--- config.mk ---
export PLATFORM = sky130hd
export DESIGN_NAME = load_aligner_flat
export DESIGN_NICKNAME = d
export VERILOG_FILES = /design/src/verilog/dmem_pkg.sv /design/src/verilog/bank_port_if.sv /design/src/verilog/load_aligner.sv /design/src/flat_wrapper.sv
export SDC_FILE = /design/constraint.sdc
export NUM_CORES = 1
export LEC_CHECK = 0
export BUFFER_PORTS_ARGS = -buffer_cell sky130_fd_sc_hd__clkbuf_2
export CAP_MARGIN = 20
export CORE_ASPECT_RATIO = 1.1
export CORE_MARGIN = 2
export CORE_UTILIZATION = 40
export DETAILED_ROUTE_END_ITERATION = 6
export HOLD_SLACK_MARGIN = 0.06
export PLACE_DENSITY = 0.66
export SYNTH_ARGS = -nofsm -noshare
export SYNTH_HDL_FRONTEND = slang
export SYNTH_SLANG_ARGS = --single-unit
--- constraint.sdc ---
create_clock -name clk -period 3.2 [get_ports clk]
set_input_delay 0.16 -clock clk [delete_from_list [all_inputs] [get_ports clk]]
set_output_delay 0.16 -clock clk [all_outputs]
set_load 0.02 [all_outputs]
--- src/verilog/dmem_pkg.sv ---
`default_nettype none

package dmem_pkg;

    // access size as seen by the load/store unit
    // the encoding follows funct3[1:0] of the RISC-V load and store opcodes
    typedef enum logic [1:0] {
        W8  = 2'd0,
        W16 = 2'd1,
        W32 = 2'd2,
        W64 = 2'd3
    } access_width_e;

    // per-request bookkeeping carried from the splitter to the aligner
    // valid marks an occupied pipeline slot, store or load
    // offset is already rounded down to the natural alignment of width
    typedef struct packed {
        logic          valid;
        logic          is_load;
        access_width_e width;
        logic [2:0]    offset;
    } load_meta_t;

    // first byte address decoded by the data RAM
    // requests are expected to stay above this base
    localparam logic [63:0] RAM_BASE = 64'h0000_0000_8000_0000;

endpackage

`default_nettype wire
--- src/verilog/bank_port_if.sv ---
`timescale 1ns/1ns
`default_nettype none

interface bank_port_if #(
    parameter int WORD_ADDR_W = 12
);

    // request side, registered in the splitter
    logic                   en;
    logic                   we;
    logic [WORD_ADDR_W-1:0] addr;
    logic [31:0]            wdata;
    logic [3:0]             be;

    // read data, registered in the bank
    logic [31:0]            rdata;

    modport source (
        output en,
        output we,
        output addr,
        output wdata,
        output be
    );

    modport bank (
        input  en,
        input  we,
        input  addr,
        input  wdata,
        input  be,
        output rdata
    );

    modport sink (
        input  rdata
    );

endinterface

`default_nettype wire

--- src/verilog/load_aligner.sv ---
`timescale 1ns/1ns
`default_nettype none

module load_aligner (
    input  logic                 clk,
    input  logic                 arst_n,
    bank_port_if.sink            even_port,
    bank_port_if.sink            odd_port,
    input  dmem_pkg::load_meta_t req_meta,
    output logic                 rsp_valid,
    output logic [63:0]          rsp_data,
    output logic                 credit_return
);

    import dmem_pkg::*;

    load_meta_t  meta_q;
    logic [63:0] dword;
    logic [63:0] shifted;
    logic [63:0] field;

    // meta follows the bank access by one stage
    always_ff @(posedge clk or negedge arst_n) begin
        if (!arst_n) begin
            meta_q <= '0;
        end else begin
            meta_q <= req_meta;
        end
    end

    // odd bank carries the upper four bytes
    assign dword = {odd_port.rdata, even_port.rdata};

    // addressed field down to bit 0
    assign shifted = dword >> {meta_q.offset, 3'b000};

    // zero extension
    always_comb begin
        case (meta_q.width)
            W8:      field = {56'h0, shifted[7:0]};
            W16:     field = {48'h0, shifted[15:0]};
            W32:     field = {32'h0, shifted[31:0]};
            default: field = shifted;
        endcase
    end

    // every retired slot hands a credit back, loads also respond
    always_ff @(posedge clk or negedge arst_n) begin
        if (!arst_n) begin
            rsp_valid     <= 1'b0;
            credit_return <= 1'b0;
        end else begin
            rsp_valid     <= meta_q.valid && meta_q.is_load;
            credit_return <= meta_q.valid;
        end
    end

    // result data only moves on a load
    always_ff @(posedge clk) begin
        if (meta_q.valid && meta_q.is_load) begin
            rsp_data <= field;
        end
    end

endmodule

`default_nettype wire

--- src/flat_wrapper.sv ---
// flat-port wrapper written by rule: the top's interface ports become plain ports
module load_aligner_flat import dmem_pkg::*;
  (clk, arst_n, req_meta, rsp_valid, rsp_data, credit_return, even_port_rdata, odd_port_rdata);
  bank_port_if even_port_i ();
  bank_port_if odd_port_i ();
  input  logic clk;
  input  logic arst_n;
  input  dmem_pkg::load_meta_t req_meta;
  output logic rsp_valid;
  output logic [63:0] rsp_data;
  output logic credit_return;
  input wire logic [$bits(even_port_i.rdata)-1:0] even_port_rdata;
  input wire logic [$bits(odd_port_i.rdata)-1:0] odd_port_rdata;
  assign even_port_i.rdata = even_port_rdata;
  assign odd_port_i.rdata = odd_port_rdata;
  load_aligner u_core (.clk(clk), .arst_n(arst_n), .even_port(even_port_i), .odd_port(odd_port_i), .req_meta(req_meta), .rsp_valid(rsp_valid), .rsp_data(rsp_data), .credit_return(credit_return));
endmodule
Yosys cells after proc, flatten, opt, wreduce, memory -nomap -nowiden
Cells that the tools add are included.
{"block": "totals", "regBits": 73, "input_bits": 73, "out_inout_bits": 66}
{"block": "classes", "eq_ne": 2, "shifts": 1, "mux": 1, "reduce_logical": 2}
{"op": "$pmux 64 s3", "count": 1}
{"op": "$shr 64x6->64", "count": 1}
{"op": "$eq 2x1->1 const B", "count": 1}
{"op": "$eq 2x2->1 const B", "count": 1}
{"op": "$logic_not 2->1", "count": 1}
{"op": "$logic_and 1x1->1", "count": 1}

Logic depth before layout (Yosys ltp)
{"block": "logic_depth", "ltp_word": 2, "depth_mapped": 6, "ltp_nobuf": 3}

Worst setup path before layout
OpenSTA, ideal clock, no wires.
{"block": "synth_path", "path_kind": "flip-flop to flip-flop", "start": "register u_core.meta_q[6] (netlist name)", "end": "register u_core.rsp_data[0], enable pin", "setup_time_ns": 0.429, "arrival_time_ns": 1.846, "t_required_ns": 2.771, "setup_slack_ns": 0.925, "path_stages_with_launch": 2, "n_path_buf": 0, "synth_period_minus_slack_ns": 2.275, "path_cell_list": "dfrtp_1 -> and2_1"}
{"block": "synth_via", "elab_chain_cells": 1}
{"element": "start: declaration", "line_no": "load_aligner.sv:17", "rtl": "load_meta_t meta_q;"}
{"element": "start signal: assignment", "line_no": "load_aligner.sv:27", "rtl": "meta_q <= req_meta;"}
{"element": "$logic_and 1x1->1", "line_no": "load_aligner.sv:60", "rtl": "if (meta_q.valid && meta_q.is_load) begin"}
{"element": "end signal: assignment", "line_no": "load_aligner.sv:61", "rtl": "rsp_data <= field;"}
{"element": "end: declaration", "line_no": "load_aligner.sv:11", "rtl": "output logic [63:0] rsp_data,"}
No other way between the ends.
A chain may end at the register's enable or synchronous reset.

Worst setup path after layout
{"block": "layout_path", "start": "register u_core.meta_q[2] (netlist name)", "end": "register u_core.rsp_data[58], data pin"}
{"block": "layout_via", "elab_chain_cells": 2}
{"element": "$shr 64x6->64", "line_no": "load_aligner.sv:35", "rtl": "assign shifted = dword >> {meta_q.offset, 3'b000};"}
{"element": "$pmux 64 s3", "line_no": "load_aligner.sv:39", "rtl": "case (meta_q.width)"}
{"element": "named net u_core.field[58]", "line_no": "load_aligner.sv:20", "rtl": "logic [63:0] field;"}
The timed path passes the listed nets, and every way through them passes these cells.

==> results.cfg <==
[sta]
rsz0062_at_grt = false
period_needed_ns = 2.46
clock_skew_ns = 0.00821
slew_violations = 0
relSlewSlack_pct = 32.9
setup_viol = 0
tightest_slew_ns = 1.01
fin_setup_tns_ns = 0
fin_ws_ns = 0.738
finalHoldViolations = 0
min_period_over_period_pct = 76.9
fmax_mhz = 406

[floorplan]
rows = 38
io_pins = 139
start_util_pct = 41.0
die_x_um = 100
die_h_um = 110
die_area_mm2 = 0.0110
core_mm2 = 0.00989

[route]
first_pass_iters = 5
drt-initial-drc-count = 211
ant_nets = 0
wl_per_cell_um = 20.2
drcViolationCount = 0
num_vias = 3251
totalWireLength_mm = 12.0
vias_per_cell = 5.50

[power]
power_per_cell_area_mw_per_mm2 = 424
power_leakage_uw = 0.00213
total_power_uw = 2120
ir_drop_mv = 0.198

[run_status]
status = complete, no violations

[critical_path]
crit_path_start = u_core.meta_q[2]
path_max_fanout = 21
cp-end-kind = flip-flop
r2r-start = u_core.meta_q[2]
critPathKind = reg2reg
worstRegToRegCells = 3
crit_arrival_ns = 2.68
startpoint_type = flip-flop
cp.required_ns = 3.42

[placed_design]
port_buffers = 138
place_congestion = 0.879
place_ws_ns = 0.760
dp_hpwl_mm = 8.58

[cells_and_area]
final_common_cell = clkbuf_2
fillCellCount = 905
area_delta_synth_final_pct = 23.3
antenna_cells = 0
fin_util_pct = 50.6
nets = 539
drive_gt1_share_pct = 42.0
final_cell_mix = clkbuf_2, edfxtp_1, mux2i_1

[logic_synthesis]
synthTopCellsByArea = edfxtp_1, mux2i_1, mux2_2, dfrtp_1, a211oi_1
synth_seq_cells = 73
ys_seq_area_share_pct = 52.9
synth_cells = 324
syn-cell-area_mm2 = 0.00406
ys_warn_count = 0
synth.largest_area_cell = edfxtp_1
ys_async_sr_fraction_pct = 12.3
synth_edf_count = 64
syn_avg_cell_area_um2 = 12.5
yosysTopAreaCellShare_pct = 47.3
synthFlopType = edfxtp_1
yosys.cell_types.count = 36
synth_fp_nets = 397

[global_routing]
antenna_found_initial = 0
grt_usage_pct = 21.9
grt_pass1_vias = 3258
gr-total-overflow = 0
grt_pass1_wl_mm = 17.7
grt_max_degree = 57

[min_path]
min_from = odd_port_rdata[27]
hold_path_depth = 2
hold_path_class = in2reg

[clock_network]
cts_root_buffer = clkbuf_8
cts_tree = done
h-tree-depth = 3
clkTransAtPathRegs_ns = 0.07
cts.sinks = 73
cts_buffers = 9
ctsResizeCount = 0
clock_path_buffers = 2
worstSkewPairLatency_ns = 0.36

[job]
drv_cap = 0
## power by group
group | switching [uW] | total [uW] | internal [uW]
Sequential | 33.3 | 1120 | 1090
Combinational | 227 | 391 | 164
Clock | 332 | 609 | 277
Total | 593 | 2120 | 1530
## through the flow
| step | hold WS (ns) | cells | area, um^2 |
|---|---|---|---|
| after floorplan | -0.136 | 324 | 4060 |
| after global placement | 0.0199 | 567 | 4770 |
| after detailed placement | 0.0256 | 567 | 4770 |
| after CTS | 0.131 | 591 | 5000 |
| after global routing | 0.143 | 591 | 5000 |
| final | 0.145 | 591 | 5000 |
## synth_stat cells (all sizes together), types with 9 or more instances
library cell / n
a211oi: 22
and2: 15
buf: 18
dfrtp: 9
edfxtp: 64
mux2: 28
mux2i: 39
nand2: 15
nor2: 23
nor2b: 10
o21ai: 10
o221ai: 10
o22ai: 11
## cell families (layout without fill, tap and decap cells)
family / count (synthesis) / after routing / share of synthesized area [%]
AOI/OAI and AO/OA: 71 / 71 / 13.3
and+or+nand+nor: 83 / 83 / 10.8
DFF: 73 / 73 / 52.9
buffers and inverters: 30 / 177 / 5.58
muxes: 67 / 67 / 17.4
## per-layer routing
metal	share of wire, %	wire length [um]	vias to the layer above	GRT usage, %
li1	-	-	1540	-
met1	43	5150	1584	27.3
met2	50	6000	114	37.6
met3	5.4	647	13	4.83
met4	1.4	166	0	7.73
met5	0	0	-	0
## area by class of cell
class | instances | area, um^2 | area share [%]
sequential | 73 | 2150 | 42.9
multi-input combinational | 221 | 1690 | 33.8
timing repair buffer | 154 | 831 | 16.6
tap | 120 | 150 | 3.00
clock buffer | 12 | 135 | 2.70
inverter | 7 | 26.3 | 0.525
clock inverter | 4 | 20.0 | 0.400
## sequential cells by signal (all words and copies together), names as in the netlist
signal	count
u_core.rsp_data	64
u_core.credit_return	1
u_core.meta_q	7
u_core.rsp_valid	1
## critical path, cell delays in order, from the launching register on
cell	delay, ns
dfrtp_1	0.72
nand3b_1	0.64
nor3_2	0.73
and2_1	0.23
## worst paths after layout
check / end / slack, ns
hold reg to reg: u_core.credit_return / 0.38
hold / removal: u_core.rsp_data[59] / 0.14
setup reg to reg: u_core.rsp_data[58] / 0.74
max in group asynchronous: u_core.meta_q[0] / 2.80
setup / recovery: u_core.rsp_data[58] / 0.74
min in group asynchronous: u_core.meta_q[2] / 0.20
## what timing repair did
item                      in CTS  in global routing
hold buffers                   8                  0
hold endpoints to repair      16                  0
setup buffers                  0                  0
(Power assumes the default switching activity.)
