==> src/verilog/dmem_pkg.sv <==
`default_nettype none

package dmem_pkg;

    // access size as seen by the load/store unit
    // the encoding follows funct3[1:0] of the RISC-V load and store opcodes
    typedef enum logic [1:0] {
        W8  = 2'd0,
        W16 = 2'd1,
        W32 = 2'd2,
        W64 = 2'd3
    } access_width_e;

    // per-request bookkeeping carried from the splitter to the aligner
    // valid marks an occupied pipeline slot, store or load
    // offset is already rounded down to the natural alignment of width
    typedef struct packed {
        logic          valid;
        logic          is_load;
        access_width_e width;
        logic [2:0]    offset;
    } load_meta_t;

    // first byte address decoded by the data RAM
    // requests are expected to stay above this base
    localparam logic [63:0] RAM_BASE = 64'h0000_0000_8000_0000;

endpackage

`default_nettype wire
==> src/verilog/bank_port_if.sv <==
`timescale 1ns/1ns
`default_nettype none

interface bank_port_if #(
    parameter int WORD_ADDR_W = 12
);

    // request side, registered in the splitter
    logic                   en;
    logic                   we;
    logic [WORD_ADDR_W-1:0] addr;
    logic [31:0]            wdata;
    logic [3:0]             be;

    // read data, registered in the bank
    logic [31:0]            rdata;

    modport source (
        output en,
        output we,
        output addr,
        output wdata,
        output be
    );

    modport bank (
        input  en,
        input  we,
        input  addr,
        input  wdata,
        input  be,
        output rdata
    );

    modport sink (
        input  rdata
    );

endinterface

`default_nettype wire

==> src/verilog/access_splitter.sv <==
`timescale 1ns/1ns
`default_nettype none

module access_splitter #(
    parameter int WORD_ADDR_W = 12
) (
    input  logic                    clk,
    input  logic                    arst_n,
    input  logic                    req_valid,
    input  logic                    req_write,
    input  dmem_pkg::access_width_e req_width,
    input  logic [63:0]             req_addr,
    input  logic [63:0]             req_wdata,
    bank_port_if.source             even_port,
    bank_port_if.source             odd_port,
    output dmem_pkg::load_meta_t    req_meta
);

    import dmem_pkg::*;

    logic [63:0]            rel_addr;
    logic [WORD_ADDR_W-1:0] word_idx;
    logic [2:0]             offset;
    logic [7:0]             base_mask;
    logic [7:0]             byte_mask;
    logic [63:0]            lane_wdata;
    logic                   even_en;
    logic                   odd_en;

    // byte address relative to the start of RAM
    assign rel_addr = req_addr - RAM_BASE;

    // both banks share the doubleword index
    assign word_idx = rel_addr[WORD_ADDR_W+2:3];

    // drop offset bits below the access width, set the lane count
    always_comb begin
        case (req_width)
            W8: begin
                base_mask = 8'h01;
                offset    = rel_addr[2:0];
            end
            W16: begin
                base_mask = 8'h03;
                offset    = {rel_addr[2:1], 1'b0};
            end
            W32: begin
                base_mask = 8'h0f;
                offset    = {rel_addr[2], 2'b00};
            end
            default: begin
                base_mask = 8'hff;
                offset    = 3'b000;
            end
        endcase
    end

    // aligned offset keeps the mask inside the doubleword
    assign byte_mask = base_mask << offset;

    // move store data onto its byte lanes
    assign lane_wdata = req_wdata << {offset, 3'b000};

    // a store only touches the bank holding some of its bytes
    assign even_en = req_valid && (!req_write || (byte_mask[3:0] != 4'h0));
    assign odd_en  = req_valid && (!req_write || (byte_mask[7:4] != 4'h0));

    always_ff @(posedge clk or negedge arst_n) begin
        if (!arst_n) begin
            even_port.en <= 1'b0;
            even_port.we <= 1'b0;
            odd_port.en  <= 1'b0;
            odd_port.we  <= 1'b0;
            req_meta     <= '0;
        end else begin
            even_port.en     <= even_en;
            even_port.we     <= req_valid && req_write;
            odd_port.en      <= odd_en;
            odd_port.we      <= req_valid && req_write;
            req_meta.valid   <= req_valid;
            req_meta.is_load <= req_valid && !req_write;
            req_meta.width   <= req_width;
            req_meta.offset  <= offset;
        end
    end

    // address and data lanes
    always_ff @(posedge clk) begin
        even_port.addr  <= word_idx;
        even_port.wdata <= lane_wdata[31:0];
        even_port.be    <= byte_mask[3:0];
        odd_port.addr   <= word_idx;
        odd_port.wdata  <= lane_wdata[63:32];
        odd_port.be     <= byte_mask[7:4];
    end

endmodule

`default_nettype wire

==> src/flat_wrapper.sv <==
// flat-port wrapper written by rule: the top's interface ports become plain ports
module access_splitter_flat import dmem_pkg::*;
#(
    parameter int WORD_ADDR_W = 12
)
  (clk, arst_n, req_valid, req_write, req_width, req_addr, req_wdata, req_meta, even_port_en, even_port_we, even_port_addr, even_port_wdata, even_port_be, odd_port_en, odd_port_we, odd_port_addr, odd_port_wdata, odd_port_be);
  bank_port_if #(.WORD_ADDR_W(WORD_ADDR_W)) even_port_i ();
  bank_port_if #(.WORD_ADDR_W(WORD_ADDR_W)) odd_port_i ();
  input  logic clk;
  input  logic arst_n;
  input  logic req_valid;
  input  logic req_write;
  input  dmem_pkg::access_width_e req_width;
  input  logic [63:0] req_addr;
  input  logic [63:0] req_wdata;
  output dmem_pkg::load_meta_t req_meta;
  output wire logic [$bits(even_port_i.en)-1:0] even_port_en;
  output wire logic [$bits(even_port_i.we)-1:0] even_port_we;
  output wire logic [$bits(even_port_i.addr)-1:0] even_port_addr;
  output wire logic [$bits(even_port_i.wdata)-1:0] even_port_wdata;
  output wire logic [$bits(even_port_i.be)-1:0] even_port_be;
  output wire logic [$bits(odd_port_i.en)-1:0] odd_port_en;
  output wire logic [$bits(odd_port_i.we)-1:0] odd_port_we;
  output wire logic [$bits(odd_port_i.addr)-1:0] odd_port_addr;
  output wire logic [$bits(odd_port_i.wdata)-1:0] odd_port_wdata;
  output wire logic [$bits(odd_port_i.be)-1:0] odd_port_be;
  assign even_port_en = even_port_i.en;
  assign even_port_we = even_port_i.we;
  assign even_port_addr = even_port_i.addr;
  assign even_port_wdata = even_port_i.wdata;
  assign even_port_be = even_port_i.be;
  assign odd_port_en = odd_port_i.en;
  assign odd_port_we = odd_port_i.we;
  assign odd_port_addr = odd_port_i.addr;
  assign odd_port_wdata = odd_port_i.wdata;
  assign odd_port_be = odd_port_i.be;
  access_splitter #(.WORD_ADDR_W(WORD_ADDR_W)) u_core (.clk(clk), .arst_n(arst_n), .req_valid(req_valid), .req_write(req_write), .req_width(req_width), .req_addr(req_addr), .req_wdata(req_wdata), .even_port(even_port_i), .odd_port(odd_port_i), .req_meta(req_meta));
endmodule
==> config.mk <==
export PLATFORM = sky130hd
export DESIGN_NAME = access_splitter_flat
export DESIGN_NICKNAME = d
export VERILOG_FILES = /design/src/verilog/dmem_pkg.sv /design/src/verilog/bank_port_if.sv /design/src/verilog/access_splitter.sv /design/src/flat_wrapper.sv
export SDC_FILE = /design/constraint.sdc
export NUM_CORES = 1
export LEC_CHECK = 0
export BUFFER_PORTS_ARGS = -buffer_cell sky130_fd_sc_hd__buf_4
export CAP_MARGIN = 40
export CORE_ASPECT_RATIO = 1.2
export CORE_MARGIN = 2
export CORE_UTILIZATION = 43
export CTS_CLUSTER_DIAMETER = 30
export DETAILED_ROUTE_END_ITERATION = 6
export PLACE_DENSITY = 0.81
export SYNTH_ARGS = -nofsm -noshare
export SYNTH_HDL_FRONTEND = slang
export SYNTH_SLANG_ARGS = --single-unit
==> constraint.sdc <==
create_clock -name clk -period 0.8 [get_ports clk]
set_input_delay 0.2 -clock clk [delete_from_list [all_inputs] [get_ports clk]]
set_output_delay 0.2 -clock clk [all_outputs]
set_load 0.01 [all_outputs]
==> impl_metrics.yaml, run 1 <==
synthesis:
  yosys.area_share.simple_pct: 10.4
  syn_nets: 508
  synth_edf_count: 0
  synth_mux_area_share_pct: 14.9
  synth-warning-count: 0
  netlist_area_mm2: 0.00387
  synthXorXnorAreaFrac_pct: 0
  ys_types: 46
  yosys_most_used_dff: "dfxtp_1"
  yosysSeqAreaShare_pct: 49.9
  netlist_instances: 374
  avgSynthCellArea_um2: 10.4
  synth_top_family_by_area: "compound AO/OA/AOI/OAI gates"
  ys_ff_latch: 94
  synth_compound_area_share_pct: 18.2
  synthArstFlopShare_pct: 10.6
  synth_fa_ha_area_share_pct: 0
floorplanning:
  num_rows: 37
  die_h_um: 108
  die_w_um: 90.6
  initial_utilization_pct: 44.7
  num_io_pins: 241
run_status:
  error: "[ERROR GRT-0232] Routing congestion too high. Check the congestion heatmap in the GUI."
  status: "did not finish"
  stop_stage: "global routing"
placement:
  place_hpwl_um: 9680
  place_congestion: 0.967
  io_buffers: 191
clock_network:
  cts-root-buf: "clkbuf_8"
  h-tree-depth: 3
  clockBufferDepth: 2
  clock_sinks: 94
  numCtsBuffers: 9
global_routing:
  grt_max_degree: 16
  grtUsageTotal_pct: 84.3
  grt_overflow: 282
sta:
  worstEpCategory: "register data pin"
  grt-worst-endpoint: "u_core.odd_port.wdata[26]$_DFF_P_/D"
## Yosys cell counts (6+ instances only)
cell type | count | share of area (%)
nor3_1 | 6 | 0.78
a222oi_1 | 13 | 3.4
and3_1 | 7 | 1.1
dfxtp_1 | 84 | 43
buf_2 | 8 | 1.0
nand2b_1 | 6 | 0.97
o21ai_0 | 7 | 0.90
a221oi_1 | 7 | 1.6
clkbuf_1 | 12 | 1.2
a21oi_1 | 18 | 2.3
a22o_1 | 7 | 1.6
dfrtp_1 | 10 | 6.5
and2_1 | 6 | 0.97
nand2_1 | 23 | 2.2
nor2_1 | 29 | 2.8
mux2i_1 | 51 | 13
mux2_2 | 6 | 1.7
buf_4 | 16 | 3.1
## through the flow
step	setup slack [ns]	instance area, um2	TNS (ns)	hold slack, ns	std cells
CTS	-0.534	7590	-49.73	0.000563	797
detailed placement	-0.989	5900	-61.20	0.0320	722
global placement	-1.14	5890	-60.29	0.0311	721
floorplan	-0.763	4030	-40.94	-0.0956	374
## layer usage
metal	GRT overflow	global-route usage, %
met4	91	97.1
met5	0	6.77
met2	190	107
met3	1	64.0
met1	0	80.0
## logic make-up after synthesis
logic type	Yosys count
buffers and inverters	45
AO/OA/AOI/OAI	93
multiplexers	57
AND/OR/NAND/NOR	85
flip-flops	94
## what timing repair did
item	4_1_cts
setup endpoints to repair	178
pin swaps	48
resized for setup	290
endpoints found under the hold margin	23
setup buffers	37
hold buffers	14
gates cloned	9
==> run 2: changes to the inputs <==
--- a/config.mk
+++ b/config.mk
@@ -7,12 +7,10 @@
 export LEC_CHECK = 0
 export BUFFER_PORTS_ARGS = -buffer_cell sky130_fd_sc_hd__buf_4
 export CAP_MARGIN = 40
-export CORE_ASPECT_RATIO = 1.2
 export CORE_MARGIN = 2
-export CORE_UTILIZATION = 43
-export CTS_CLUSTER_DIAMETER = 30
+export CORE_UTILIZATION = 37
 export DETAILED_ROUTE_END_ITERATION = 6
-export PLACE_DENSITY = 0.81
+export PLACE_DENSITY_LB_ADDON = 0.15
 export SYNTH_ARGS = -nofsm -noshare
 export SYNTH_HDL_FRONTEND = slang
 export SYNTH_SLANG_ARGS = --single-unit
==> run 2 against run 1 <==
  * The flow now finishes, with violations (setup timing)
  * Synthesized area unchanged
  * Synthesized cell count unchanged
==> impl_metrics.yaml, run 2 <==
cells_and_area:
  multi_input_area_mm2: 0.00225
  final_util_pct: 78.9
  fill_cells: 645
  seq_area_mm2: 0.00204
  final_nets: 830
  reg_top3: "u_core.even_port.wdata (32), u_core.odd_port.wdata (32), u_core.even_port.addr (12)"
  drive_gt1_share_pct: 73.9
  diodes: 0
  syn2layout_area_growth_pct: 108
  final_common_cell: "buf_4"
  final_cell_mix: "buf_4, buf_6, dfxtp_2"
  layoutNonFillerInstCount: 837
floorplanning:
  coreArea_mm2: 0.0102
  num_rows: 37
  die_h_um: 106
  initial_utilization_pct: 37.8
  num_io_pins: 241
  die_area_mm2: 0.0113
  die_w_um: 106
run_status:
  status: "finished with violations"
  violations: "setup timing"
detailed_routing:
  dr.first_iter.drc_count: 231
  ant_nets: 0
  post_drt_wl_per_cell_um: 19.7
  vias: 4440
  first_pass_iters: 5
  wirelength_um: 16500
  drc_errors: 0
  avgViaCountPerCell: 5.30
setup_path:
  cpMostUsedCell: "buf_6"
  slowest_delay_ns: 0.45
  path_class: "in2reg"
  worstPathArrival_ns: 1.73
  critPathRequiredTime_ns: 1.03
  crit_chain: "buf_8, or3b_4, buf_6, clkinv_8, buf_6, mux2i_4, mux2_4, a222oi_1"
  path_max_fanout: 5
  crit_path_start_kind: "primary input"
  crit_start: "req_width[0]"
  slowest_stage: "or3b_4"
  critPathCaptureType: "flip-flop"
synthesis:
  ys_types: 46
  synth_area_leader_cell: "dfxtp_1"
  synthArstFlopShare_pct: 10.6
  synth-warning-count: 0
  netlist_instances: 374
  netlist_area_mm2: 0.00387
  syn_nets: 508
  synth.area.top_cells: "dfxtp_1, mux2i_1, dfrtp_1"
  yosysTopAreaCellShare_pct: 43.4
  synth_edf_count: 0
  yosys_most_used_dff: "dfxtp_1"
  ys_ff_latch: 94
  yosysSeqAreaShare_pct: 49.9
  synth_most_common_cell: "dfxtp_1"
  synthTopCellsByCount: "dfxtp_1, mux2i_1, nor2_1, nand2_1, a21oi_1"
  avgSynthCellArea_um2: 10.4
global_routing:
  antenna_found_initial: 0
  grt_pass1_vias: 4448
  grt_max_degree: 22
  grt_overflow: 0
  grt_first_pass_wirelength_um: 23000
  grtUsageTotal_pct: 26.1
sta:
  fin_crit_ns: 1.50
  setup_slack_ns: -0.696
  hold_viol_final: 0
  maxSlewHeadroom_pct: 69.4
  fin_hold_ws_ns: 0.0214
  finalSetupViolations: 182
  fmax_ghz: 0.668
  rsz0062_at_grt: "yes"
  fin_crit_sh_pct: 187
  tightestPinTransition_ns: 0.459
  drv_slew: 0
clock_network:
  clockBufferDepth: 2
  clk_pin_slew_ns: 0.09
  clock_sinks: 94
  h-tree-depth: 3
  cts_tree: "done"
  cts-root-buf: "clkbuf_8"
  numCtsBuffers: 9
placement:
  place_congestion: 0.790
  io_buffers: 191
  dp.cells: 755
  place_hpwl_um: 9740
hold_path:
  hold_class: "in2reg"
  hold_path_depth: 2
  min-delay-start: "req_write"
pwr:
  peakVddDrop_uv: 976
  powerDensity_mw_per_mm2: 1530
  power.total_uw: 12300
  power.leakage_uw: 0.00373
flow_run:
  drv_cap: 0
## run 2: worst paths after layout
path / end / slack, ns
min in group asynchronous: u_core.req_meta[6] / 0.19
worst max-delay path: u_core.odd_port.wdata[31] / -0.70
max in group asynchronous: u_core.req_meta[4] / 0.46
worst min-delay path: u_core.req_meta[5] / 0.02
## run 2: timing repair
action,in CTS,in global routing
setup buffers,27,21
resized for setup,255,93
setup endpoints to repair,180,180
hold buffers,14,0
gates cloned,2,4
hold endpoints to repair,23,0
pin swaps,16,18
## run 2: area by class of cell
class | count | share of cell area, %
Multi-Input combinational cell | 237 | 27.8
Clock buffer | 11 | 1.63
Timing Repair inverter | 2 | 0.310
Clock inverter | 5 | 0.450
Tap cell | 136 | 2.11
Sequential cell | 94 | 25.2
Timing Repair Buffer | 347 | 41.9
Inverter | 5 | 0.543
## run 2: stage by stage
stage | setup WS, ns | TNS (ns) | area, um2
after CTS | -0.502 | -45.00 | 7480
after global routing | -0.694 | -54.51 | 8070
after floorplan | -0.763 | -40.94 | 4030
after detailed placement | -0.945 | -55.79 | 6070
after global placement | -0.886 | -54.33 | 6070
final | -0.696 | -50.31 | 8070
## run 2: power by group
| part | total, uW | internal [uW] | switching (uW) | leakage [uW] |
|---|---|---|---|---|
| combinational | 4090 | 2400 | 1690 | 0.00281 |
| sequential | 5430 | 5200 | 234 | 0.000839 |
| clock | 2800 | 1140 | 1660 | 0.0000872 |
## run 2: critical path, delay by kind of cell
family / cells / cell delay (ns)
compound gates: 1 / 0.29
buf+inv: 4 / 0.42
mux: 2 / 0.35
simple gates: 1 / 0.45
## run 2: logic make-up (layout without fill, tap and decap cells)
family / after synthesis / after routing / synth area share (%)
AO/OA/AOI/OAI: 93 / 93 / 18.2
multiplexers: 57 / 57 / 14.9
flip-flops: 94 / 94 / 49.9
buffers and inverters: 45 / 370 / 6.59
AND/OR/NAND/NOR: 85 / 87 / 10.4
## run 2: routing by layer
metal,wire [um],global-route usage (%)
met1,6690,33.2
met2,8200,44.3
met3,1300,5.40
met4,335,8.46
met5,0,0
Note: power is estimated with default switching activity, not from simulation.
